$ cat src/rv_isa_pkg.sv
package rv_isa_pkg;

    localparam int XLEN     = 64;
    localparam int REG_AW   = 5;
    localparam int NUM_REGS = 32;

    // one integer data word
    typedef logic [XLEN-1:0] xlen_t;

    typedef logic [REG_AW-1:0] reg_addr_t; // x0..x31

    // access size, same order as funct3[1:0] of loads and stores
    typedef enum logic [1:0] {
        SIZE_B = 2'b00, // byte
        SIZE_H = 2'b01, // half word
        SIZE_W = 2'b10, // word
        SIZE_D = 2'b11  // double word
    } mem_size_e;

endpackage
$ cat src/rv_pipe_pkg.sv
package rv_pipe_pkg;

    import rv_isa_pkg::*;

    // executed instruction handed over by the execute stage
    typedef struct packed {
        logic      valid;
        xlen_t     alu_res;       // address for loads and stores
        xlen_t     store_data;
        logic      reg_wen;
        reg_addr_t reg_waddr;
        logic      is_load;
        logic      is_store;
        mem_size_e size;
        logic      load_unsigned;
    } ex_mem_t;

    // contents of the MEM/WB register
    typedef struct packed {
        logic      valid;
        logic      reg_wen;
        reg_addr_t reg_waddr;
        xlen_t     alu_res;
        xlen_t     load_data;     // raw double word from memory
        logic      is_load;
        mem_size_e size;
        logic      load_unsigned;
        logic [2:0] byte_off;     // lane of the access inside the double word
    } mem_wb_t;

    // data memory request, held stable for the whole handshake
    typedef struct packed {
        xlen_t      addr;         // double word aligned
        xlen_t      wdata;
        logic [7:0] wmask;
        logic       we;
    } dmem_req_t;

endpackage

$ cat src/mem_wb_backend.sv
`timescale 1ns/1ps

module mem_wb_backend (
    input  logic                   clk,
    input  logic                   rst_n,
    input  rv_pipe_pkg::ex_mem_t   ex_i,
    output logic                   ex_ready_o,
    output rv_pipe_pkg::dmem_req_t dmem_o,
    output logic                   dmem_req_o,
    input  logic                   dmem_ack_i,
    input  rv_isa_pkg::xlen_t      dmem_rdata_i,
    input  rv_isa_pkg::reg_addr_t  rs1_addr_i,
    input  rv_isa_pkg::reg_addr_t  rs2_addr_i,
    output rv_isa_pkg::xlen_t      rs1_data_o,
    output rv_isa_pkg::xlen_t      rs2_data_o
);

    import rv_isa_pkg::*;
    import rv_pipe_pkg::*;

    ex_mem_t   ex_mem_q;
    mem_wb_t   mem_wb_d;
    mem_wb_t   mem_wb_q;
    logic      mem_hold;
    logic      rf_wen;
    reg_addr_t rf_waddr;
    xlen_t     rf_wdata;

    assign ex_ready_o = !mem_hold; // execute stalls while memory is busy

    pipe_stage_reg #(.payload_t(ex_mem_t)) u_ex_mem (
        .clk    (clk),
        .rst_n  (rst_n),
        .hold_i (mem_hold),
        .d_i    (ex_i),
        .q_o    (ex_mem_q)
    );

    mem_access u_mem_access (
        .clk          (clk),
        .rst_n        (rst_n),
        .ex_i         (ex_mem_q),
        .wb_o         (mem_wb_d),
        .hold_o       (mem_hold),
        .dmem_o       (dmem_o),
        .dmem_req_o   (dmem_req_o),
        .dmem_ack_i   (dmem_ack_i),
        .dmem_rdata_i (dmem_rdata_i)
    );

    // never held, takes a bubble from mem_access instead
    pipe_stage_reg #(.payload_t(mem_wb_t)) u_mem_wb (
        .clk    (clk),
        .rst_n  (rst_n),
        .hold_i (1'b0),
        .d_i    (mem_wb_d),
        .q_o    (mem_wb_q)
    );

    writeback_unit u_writeback_unit (
        .wb_i    (mem_wb_q),
        .wen_o   (rf_wen),
        .waddr_o (rf_waddr),
        .wdata_o (rf_wdata)
    );

    reg_file u_reg_file (
        .clk      (clk),
        .rst_n    (rst_n),
        .wen_i    (rf_wen),
        .waddr_i  (rf_waddr),
        .wdata_i  (rf_wdata),
        .raddr1_i (rs1_addr_i),
        .raddr2_i (rs2_addr_i),
        .rdata1_o (rs1_data_o),
        .rdata2_o (rs2_data_o)
    );

endmodule

$ cat src/reg_file.sv
`timescale 1ns/1ps

module reg_file (
    input  logic                  clk,
    input  logic                  rst_n,
    input  logic                  wen_i,
    input  rv_isa_pkg::reg_addr_t waddr_i,
    input  rv_isa_pkg::xlen_t     wdata_i,
    input  rv_isa_pkg::reg_addr_t raddr1_i,
    input  rv_isa_pkg::reg_addr_t raddr2_i,
    output rv_isa_pkg::xlen_t     rdata1_o,
    output rv_isa_pkg::xlen_t     rdata2_o
);

    import rv_isa_pkg::*;

    xlen_t regs [NUM_REGS];

    always_ff @(posedge clk or negedge rst_n) begin
        if (!rst_n) begin
            for (int i = 0; i < NUM_REGS; i++) begin
                regs[i] <= '0;
            end
        end else if (wen_i && waddr_i != '0) begin // entry 0 stays zero
            regs[waddr_i] <= wdata_i;
        end
    end

    // asynchronous read, no bypass of the write in the same cycle
    assign rdata1_o = (raddr1_i == '0) ? '0 : regs[raddr1_i];
    assign rdata2_o = (raddr2_i == '0) ? '0 : regs[raddr2_i];

endmodule

$ cat src/writeback_unit.sv
`timescale 1ns/1ps

module writeback_unit (
    input  rv_pipe_pkg::mem_wb_t  wb_i,
    output logic                  wen_o,
    output rv_isa_pkg::reg_addr_t waddr_o,
    output rv_isa_pkg::xlen_t     wdata_o
);

    import rv_isa_pkg::*;

    xlen_t shifted;
    xlen_t load_val;
    logic  sign;

    always_comb begin
        shifted = wb_i.load_data >> {wb_i.byte_off, 3'b000}; // lane down to bit 0
        case (wb_i.size)
            SIZE_B: begin
                sign     = !wb_i.load_unsigned && shifted[7];
                load_val = {{56{sign}}, shifted[7:0]};
            end
            SIZE_H: begin
                sign     = !wb_i.load_unsigned && shifted[15];
                load_val = {{48{sign}}, shifted[15:0]};
            end
            SIZE_W: begin
                sign     = !wb_i.load_unsigned && shifted[31];
                load_val = {{32{sign}}, shifted[31:0]};
            end
            default: begin
                sign     = 1'b0; // full width, nothing to extend
                load_val = shifted;
            end
        endcase
    end

    assign wdata_o = wb_i.is_load ? load_val : wb_i.alu_res;
    assign waddr_o = wb_i.reg_waddr;

    // x0 writes are dropped here
    assign wen_o = wb_i.valid && wb_i.reg_wen && (wb_i.reg_waddr != '0);

endmodule

$ cat src/mem_access.sv
`timescale 1ns/1ps

module mem_access (
    input  logic                   clk,
    input  logic                   rst_n,
    input  rv_pipe_pkg::ex_mem_t   ex_i,
    output rv_pipe_pkg::mem_wb_t   wb_o,
    output logic                   hold_o,
    output rv_pipe_pkg::dmem_req_t dmem_o,
    output logic                   dmem_req_o,
    input  logic                   dmem_ack_i,
    input  rv_isa_pkg::xlen_t      dmem_rdata_i
);

    import rv_isa_pkg::*;

    typedef enum logic [1:0] {
        ST_IDLE,
        ST_WAIT_HI, // req high, waiting for ack
        ST_WAIT_LO  // req dropped, waiting for ack to fall
    } state_e;

    state_e     state_q;
    state_e     state_d;
    xlen_t      rdata_q;
    logic       mem_op;
    logic       done;
    logic [2:0] byte_off;
    logic [7:0] size_mask;

    assign mem_op   = ex_i.valid && (ex_i.is_load || ex_i.is_store);
    assign byte_off = ex_i.alu_res[2:0];
    assign done     = (state_q == ST_WAIT_LO) && !dmem_ack_i; // handshake closed

    always_comb begin
        state_d = state_q;
        case (state_q)
            ST_IDLE: begin
                if (mem_op) begin
                    state_d = ST_WAIT_HI;
                end
            end
            ST_WAIT_HI: begin
                if (dmem_ack_i) begin
                    state_d = ST_WAIT_LO;
                end
            end
            ST_WAIT_LO: begin
                if (!dmem_ack_i) begin
                    state_d = ST_IDLE;
                end
            end
            default: state_d = ST_IDLE;
        endcase
    end

    always_ff @(posedge clk or negedge rst_n) begin
        if (!rst_n) begin
            state_q <= ST_IDLE;
        end else begin
            state_q <= state_d;
        end
    end

    // rdata is only valid while ack is high
    always_ff @(posedge clk) begin
        if (state_q == ST_WAIT_HI && dmem_ack_i) begin
            rdata_q <= dmem_rdata_i;
        end
    end

    always_comb begin
        case (ex_i.size)
            SIZE_B:  size_mask = 8'b0000_0001;
            SIZE_H:  size_mask = 8'b0000_0011;
            SIZE_W:  size_mask = 8'b0000_1111;
            default: size_mask = 8'b1111_1111;
        endcase
    end

    // ex_mem is frozen during the transaction, so the request stays put
    assign dmem_o.addr  = {ex_i.alu_res[63:3], 3'b000};
    assign dmem_o.wdata = ex_i.store_data << {byte_off, 3'b000};
    assign dmem_o.wmask = size_mask << byte_off;
    assign dmem_o.we    = ex_i.is_store;
    assign dmem_req_o   = (state_q == ST_WAIT_HI);

    assign hold_o = mem_op && !done;

    always_comb begin
        wb_o.valid         = ex_i.valid && (!mem_op || done); // bubble while busy
        wb_o.reg_wen       = ex_i.reg_wen;
        wb_o.reg_waddr     = ex_i.reg_waddr;
        wb_o.alu_res       = ex_i.alu_res;
        wb_o.load_data     = rdata_q;
        wb_o.is_load       = ex_i.is_load;
        wb_o.size          = ex_i.size;
        wb_o.load_unsigned = ex_i.load_unsigned;
        wb_o.byte_off      = byte_off;
    end

endmodule

$ cat src/pipe_stage_reg.sv
`timescale 1ns/1ps

module pipe_stage_reg #(
    parameter type payload_t = logic
) (
    input  logic     clk,
    input  logic     rst_n,
    input  logic     hold_i,
    input  payload_t d_i,
    output payload_t q_o
);

    payload_t stage_q;

    // valid bit sits inside the payload, so clearing it makes a bubble
    always_ff @(posedge clk or negedge rst_n) begin
        if (!rst_n) begin
            stage_q <= '0;
        end else if (!hold_i) begin
            stage_q <= d_i;
        end
    end

    assign q_o = stage_q;

endmodule

$ cat config.mk
export PLATFORM = sky130hd
export DESIGN_NAME = mem_wb_backend
export DESIGN_NICKNAME = d
export VERILOG_FILES = /design/src/rv_isa_pkg.sv /design/src/rv_pipe_pkg.sv /design/src/mem_wb_backend.sv /design/src/reg_file.sv /design/src/writeback_unit.sv /design/src/mem_access.sv /design/src/pipe_stage_reg.sv
export SDC_FILE = /design/constraint.sdc
export NUM_CORES = 2
export LEC_CHECK = 0
export BUFFER_PORTS_ARGS = -buffer_cell sky130_fd_sc_hd__buf_2
export CAP_MARGIN = 20
export CORE_MARGIN = 2
export CORE_UTILIZATION = 63
export DETAILED_ROUTE_END_ITERATION = 8
export PLACE_DENSITY = 0.81
export SYNTH_ARGS = -nofsm -noshare
export SYNTH_HDL_FRONTEND = slang
export SYNTH_SLANG_ARGS = --single-unit
$ cat constraint.sdc
create_clock -name clk -period 3.3 [get_ports clk]
set_input_delay 0.165 -clock clk [delete_from_list [all_inputs] [get_ports clk]]
set_output_delay 0.165 -clock clk [all_outputs]
set_load 0.01 [all_outputs]
== Yosys cells after proc, flatten, opt, wreduce, memory -nomap -nowiden ==
Index checks and enable logic that the tools add are counted.
Word-level totals
  output and inout port bits: 267
  register bits: 2396
  word-level logic and storage cells: 115
  input bits: 217
Operators by class
  shift operators: 3
  reductions and logical operators: 26
  bitwise gates (word level): 3
  magnitude comparators: 4
  mux-type cells: 18
  equality and inequality tests: 9
Operators by type and width (number)
  $bwmux W2048: 1
  $bmux W64 S5: 2
  $mux W64: 8
  $demux W64 S5: 1
  $pmux W64 S3: 1
  $shl A64 B6 Y64: 1
  $shr A64 B6 Y64: 1
  $pmux W8 S3: 1
  $ge A6 B6 Y1 const B: 3
  $not A5 Y6: 3
  $logic_and A1 B1 Y1: 12
  $logic_not A5 Y1: 2
  $shl A8 B3 Y8: 1
  $eq A2 B1 Y1 const B: 3
  $eq A2 B2 Y1 const B: 3
  $logic_not A2 Y1: 3
  $lt A6 B1 Y1 const B: 1
  $mux W2: 3
  $pmux W2 S3: 1
  $logic_not A1 Y1: 5
  $reduce_bool A5 Y1: 1
  $ne A2 B1 Y1 const B: 2
  $reduce_and A3 Y1: 1
  $logic_or A1 B1 Y1: 2
  $ne A2 B2 Y1 const B: 1

== Longest topological paths before layout ==
  depth in word-level cells: 6
  mapped depth: 11
  depth with buffers taken out: 5

== Cells and area by module ==
From an unflattened synthesis, not the netlist that was laid out.
Second synthesis, totals
  cell total of the unflattened synthesis: 8267
  area, all modules: 127344.6 µm²
By module, submodules not included
  reg_file: sequential area each 51224.1 µm², cells each 6770, area an instance 108226.3 µm², instances 1
  pipe_stage_reg (u_ex_mem): sequential area each 3503.4 µm², cells each 296, area an instance 5614.1 µm², instances 1
  pipe_stage_reg (u_mem_wb): sequential area each 3553.4 µm², cells each 300, area an instance 5595.4 µm², instances 1
  mem_access: sequential area each 1971.9 µm², cells each 479, area an instance 5235.0 µm², instances 1
  writeback_unit: sequential area each 0.0 µm², cells each 420, area an instance 2666.3 µm², instances 1
  mem_wb_backend: sequential area each 0.0 µm², cells each 2, area an instance 7.5 µm², instances 1

== Worst setup path after synthesis ==
Ideal clock, no wire load.
  path kind: register to register
  start point: reg u_mem_access.state_q[1]
  end point: reg u_mem_access.rdata_q[0] (enable)
  library setup time: 429 ps
  setup slack: 717 ps
  data required time: 2871 ps
  stages on the path, launching flop included: 4
  arrival: 2154 ps
  clock period less this slack: 2583 ps
  buffers on the path: 0
  path through: dfrtp_1 nand2b_1 inv_1 and2_1
Between the ends
  cells in the longest elaborated chain, start to end: 2
RTL lines
  start: declaration: RTL line mem_access.sv:23  | state_e state_q;
  start signal: assignment: RTL line mem_access.sv:61  | state_q <= state_d;
  $eq A2 B1 Y1
  via dmem_req_o: RTL line mem_wb_backend.sv:9  | output logic dmem_req_o,
  $logic_and A1 B1 Y1: RTL line mem_access.sv:67  | if (state_q == ST_WAIT_HI && dmem_ack_i) begin
  end signal: assignment: RTL line mem_access.sv:68  | rdata_q <= dmem_rdata_i;
  end: declaration: RTL line mem_access.sv:25  | xlen_t rdata_q;
The timed path passes the listed nets, and every way through them passes these cells.
A chain may end at the register's enable or synchronous reset.

== Worst setup path after layout ==
  start point: reg u_reg_file.regs[544] in the netlist's numbering
  end point: out rs1_data_o[32]
Between the ends
  cells in the longest elaborated chain, start to end: 4
RTL lines
  start: declaration: RTL line reg_file.sv:17  | xlen_t regs [NUM_REGS];
  start signal: indexed assignment: RTL line reg_file.sv:25  | regs[waddr_i] <= wdata_i;
  $bmux W64 S5: RTL line reg_file.sv:30  | assign rdata1_o = (raddr1_i == '0) ? '0 : regs[raddr1_i];
  $mux W64 (not written as such) (2 in series): RTL line reg_file.sv:30
  $mux W64: RTL line reg_file.sv:30
  end: declaration: RTL line mem_wb_backend.sv:14  | output rv_isa_pkg::xlen_t rs1_data_o,
No other way between the ends. The select of a mux whose other input is x is not followed.

==> results.json <==
{
  "powerDensity_nw_per_um2": 838,
  "syn_inst": 9863,
  "cap_violations": 0,
  "hold_class": "in2reg",
  "p_comb_frac": 0.361,
  "grt_max_degree": 144,
  "fin_crit_ps": 3300,
  "end_kind": "output port",
  "final_common_cell": "dfrtp_1",
  "rr_startpoint": "u_mem_wb.q_o[0]$_DFF_PN0_",
  "syn_area_sq_um": 120000,
  "ant_nets": 0,
  "status": "finished with violations",
  "crit_path_start_kind": "flop",
  "cts_buffers": 231,
  "synthDistinctLibCells": 55,
  "yosysTopAreaCell": "dfrtp_1",
  "setup_ws_ps": -3.79,
  "start_util": 0.634,
  "drt_iter0_drc": 13200,
  "synth-main-ff-cell": "dfrtp_1",
  "crit_top_cell": "mux4_2",
  "track_usage": 0.403,
  "critPathLaunch": "u_reg_file.regs[544]$_DFFE_PN0P_",
  "wl_met2_microns": 181000,
  "whs_path_depth": 3,
  "min_from": "ex_i[98]",
  "die_w_microns": 441,
  "fin_area_sq_um": 137000,
  "rr_worst_depth": 7,
  "min_to": "u_ex_mem.q_o[98]$_DFFE_PN0N_",
  "fp.coreArea_sq_um": 190000,
  "vias": 91700,
  "portBuffers": 480,
  "synth-edff-count": 64,
  "leakage_nw": 59.9,
  "hold_violations": 0,
  "htreeDepth": 4,
  "die_h_microns": 441,
  "slew_viol_final": 0,
  "violations": "negative setup slack",
  "criticalPathCategory": "reg2out",
  "cp_max_fo": 3,
  "p_int_mw": 71.6,
  "grt_pass1_wl_microns": 585000,
  "p_switching_mw": 43.5,
  "switching_share": 0.378,
  "tightest_slew_ps": 1250,
  "grt_pass1_vias": 95700,
  "grt_setup_unrepaired": "false",
  "dr_wl_met3_microns": 48200,
  "yosysWarnings": 0,
  "final_cell_mix": "2323 x dfrtp_1, 1957 x nand2_1, 1781 x o21ai_0",
  "relSlewSlack": 0.156,
  "synthTopCellsByArea": "dfrtp_1 48%, mux4_2 24%, o21ai_0 7.4%",
  "path_cells": "mux4_2 > mux4_2 > nand2_1 > o21ai_0 > buf_2",
  "worst_ep_arrival_time_ps": 3140,
  "place_area_sq_um": 127000,
  "required_ps": 3130,
  "crit_buf_inv": 1,
  "cpLargestDelayFamily": "multiplexers",
  "numClockSinks": 2393,
  "wl_met1_microns": 127000,
  "cts_setup_buffers": 0,
  "yosys_register_bits": 2393,
  "slowest_delay_ps": 500,
  "ir_drop_mv": 0.910,
  "setup_viol": 1,
  "fin_util": 0.722,
  "fin_skew_ps": 42.3,
  "clk_path_buf_depth": 3,
  "clock_latency_ps": 890,
  "setup_tns_ps": -3.79,
  "first_pass_iters": 8,
  "hpwl_microns": 227000,
  "tritoncts": "built",
  "finalCritPeriodShare": 1.00,
  "syn2layout_area_growth_pct": 14.0,
  "route.detailed.drc": 0,
  "grt.overflow.total": 0,
  "rows": 160,
  "clockPowerShare": 0.244,
  "clockRootBuffer": "clkbuf_16",
  "syn_area_per_cell_sq_um": 12.2,
  "fmax_ghz": 0.303,
  "seq_power_share": 0.395,
  "ios": 484,
  "yosys.area.top_type_share": 0.484,
  "wirelength_microns": 387000,
  "r2r-end": "u_reg_file.regs[436]$_DFFE_PN0P_",
  "detail_route.vias_per_cell": 7.15,
  "post_cts_resized": 0,
  "drive_gt1_frac": 0.302,
  "yosysSeqAreaShare": 0.500,
  "die_area_sq_um": 195000,
  "highest_layer": "met5",
  "r2r_slack_ps": 290,
  "final_nets": 10300,
  "async_flop_share": 0.973,
  "place.gp.congestion": 0.906,
  "fillCellCount": 11500,
  "wl_per_cell_microns": 30.2,
  "crit_path_top_delay_cell": "mux4_2",
  "clk_pin_slew_worst_paths_ps": 70,
  "antenna_found_initial": 28
}
[how the worst max path moves through the flow]
stage / depth (start not counted) / endpoint / slack, ps
after floorplan: 3 / u_mem_access.rdata_q[0]$_DFFE_PP_ / 720
after global placement: 7 / rs1_data_o[4] / 360
after detailed placement: 8 / rs1_data_o[27] / 340
after CTS: 5 / rs1_data_o[32] / 20
after global routing: 5 / rs1_data_o[27] / 20
final: 5 / rs1_data_o[32] / -4
[power by group through the flow]
| stage | clock network (mW) | registers, mW | logic, mW |
|---|---|---|---|
| 4_1_cts | 28.0 | 45.0 | 40.3 |
| 3_3_place_gp | 0 | 44.2 | 38.1 |
| 5_1_grt | 29.3 | 46.2 | 44.1 |
| 2_1_floorplan | 0 | 42.5 | 28.2 |
| 3_5_place_dp | 0 | 45.3 | 39.6 |
| 6_report | 28.1 | 45.5 | 41.5 |
[per-stage QoR]
| stage | power, mW | instances | hold slack (ps) | setup WS (ps) |
|---|---|---|---|---|
| after floorplan | 70.6 | 9865 | -131 | 717 |
| after global placement | 82.4 | 12100 | 253 | 356 |
| after detailed placement | 84.8 | 12100 | 256 | 344 |
| after CTS | 113 | 12800 | 7.46 | 16.5 |
| after global routing | 120 | 12800 | 30.0 | 21.8 |
| final | 115 | 12800 | 48.9 | -3.79 |
[repair_timing]
item,CTS,global route
hold endpoints to repair,1386,0
hold buffers,270,0
endpoints found under the setup margin,0,0
[logic make-up (layout without fill, tap and decap cells)]
kind of cell / count (synthesis) / in the layout / synth area share
DFF: 2393 / 2393 / 0.500
and+or+nand+nor: 2246 / 2246 / 0.0724
AOI/OAI and AO/OA: 2151 / 2151 / 0.0956
other: 1 / 26 / 0.0000311
buffers and inverters: 1233 / 1656 / 0.0442
muxes: 1839 / 1839 / 0.288
[registers in the layout, summed over array words and instances, names as in the netlist]
name,count
u_mem_wb.q_o,139
u_reg_file.regs,2048
u_mem_access.state_q,2
u_ex_mem.q_o,140
u_mem_access.rdata_q,64
[worst reg2reg max path, stage by stage (launching register included)]
cell and delay [ps]:
dfrtp_4 650, mux2_2 390, a32oi_1 370, a211oi_4 230
buf_12 240, o41ai_4 300, buf_4 410, o21ai_0 210
[metal layers]
metal,vias up,global-route usage
li1,36200,-
met1,46100,0.504
met2,7517,0.625
met3,1906,0.102
met4,2,0.281
met5,-,0
[cells in the mapped netlist, types with 3 or more instances]
master and instances:
a211oi_1 4, o41ai_2 29, nand3_1 22, mux2i_1 139, o32a_4 7, o21ai_1 164, nor2_1 132, o21ai_0 1781
nand2_1 1988, and3_1 4, nor3_1 5, or2_2 44, nand2b_1 16, clkbuf_1 775, dfrtp_1 2329, edfxtp_1 64
nor2b_1 15, and2_1 11, buf_4 69, mux4_2 1258, a21oi_1 90, clkbuf_2 73, o21a_1 8, o211ai_1 3
a31o_2 3, buf_1 96, o41ai_1 10, buf_2 100, buf_6 30, inv_1 89, o41ai_4 3, a22oi_1 13
mux2_4 3, mux2_2 439, a2bb2oi_1 7, o22ai_1 17
[area by class of cell]
class | instances | area (sq um) | share of cell area
Antenna cell | 23 | 57.6 | 0.000419
Clock buffer | 340 | 6830 | 0.0497
Clock inverter | 86 | 1170 | 0.00854
Inverter | 90 | 338 | 0.00246
Multi-Input combinational cell | 6239 | 55700 | 0.406
Sequential cell | 2393 | 60200 | 0.438
Tap cell | 2511 | 3140 | 0.0229
Timing Repair Buffer | 1140 | 9900 | 0.0721
(Power assumes the default switching activity.)
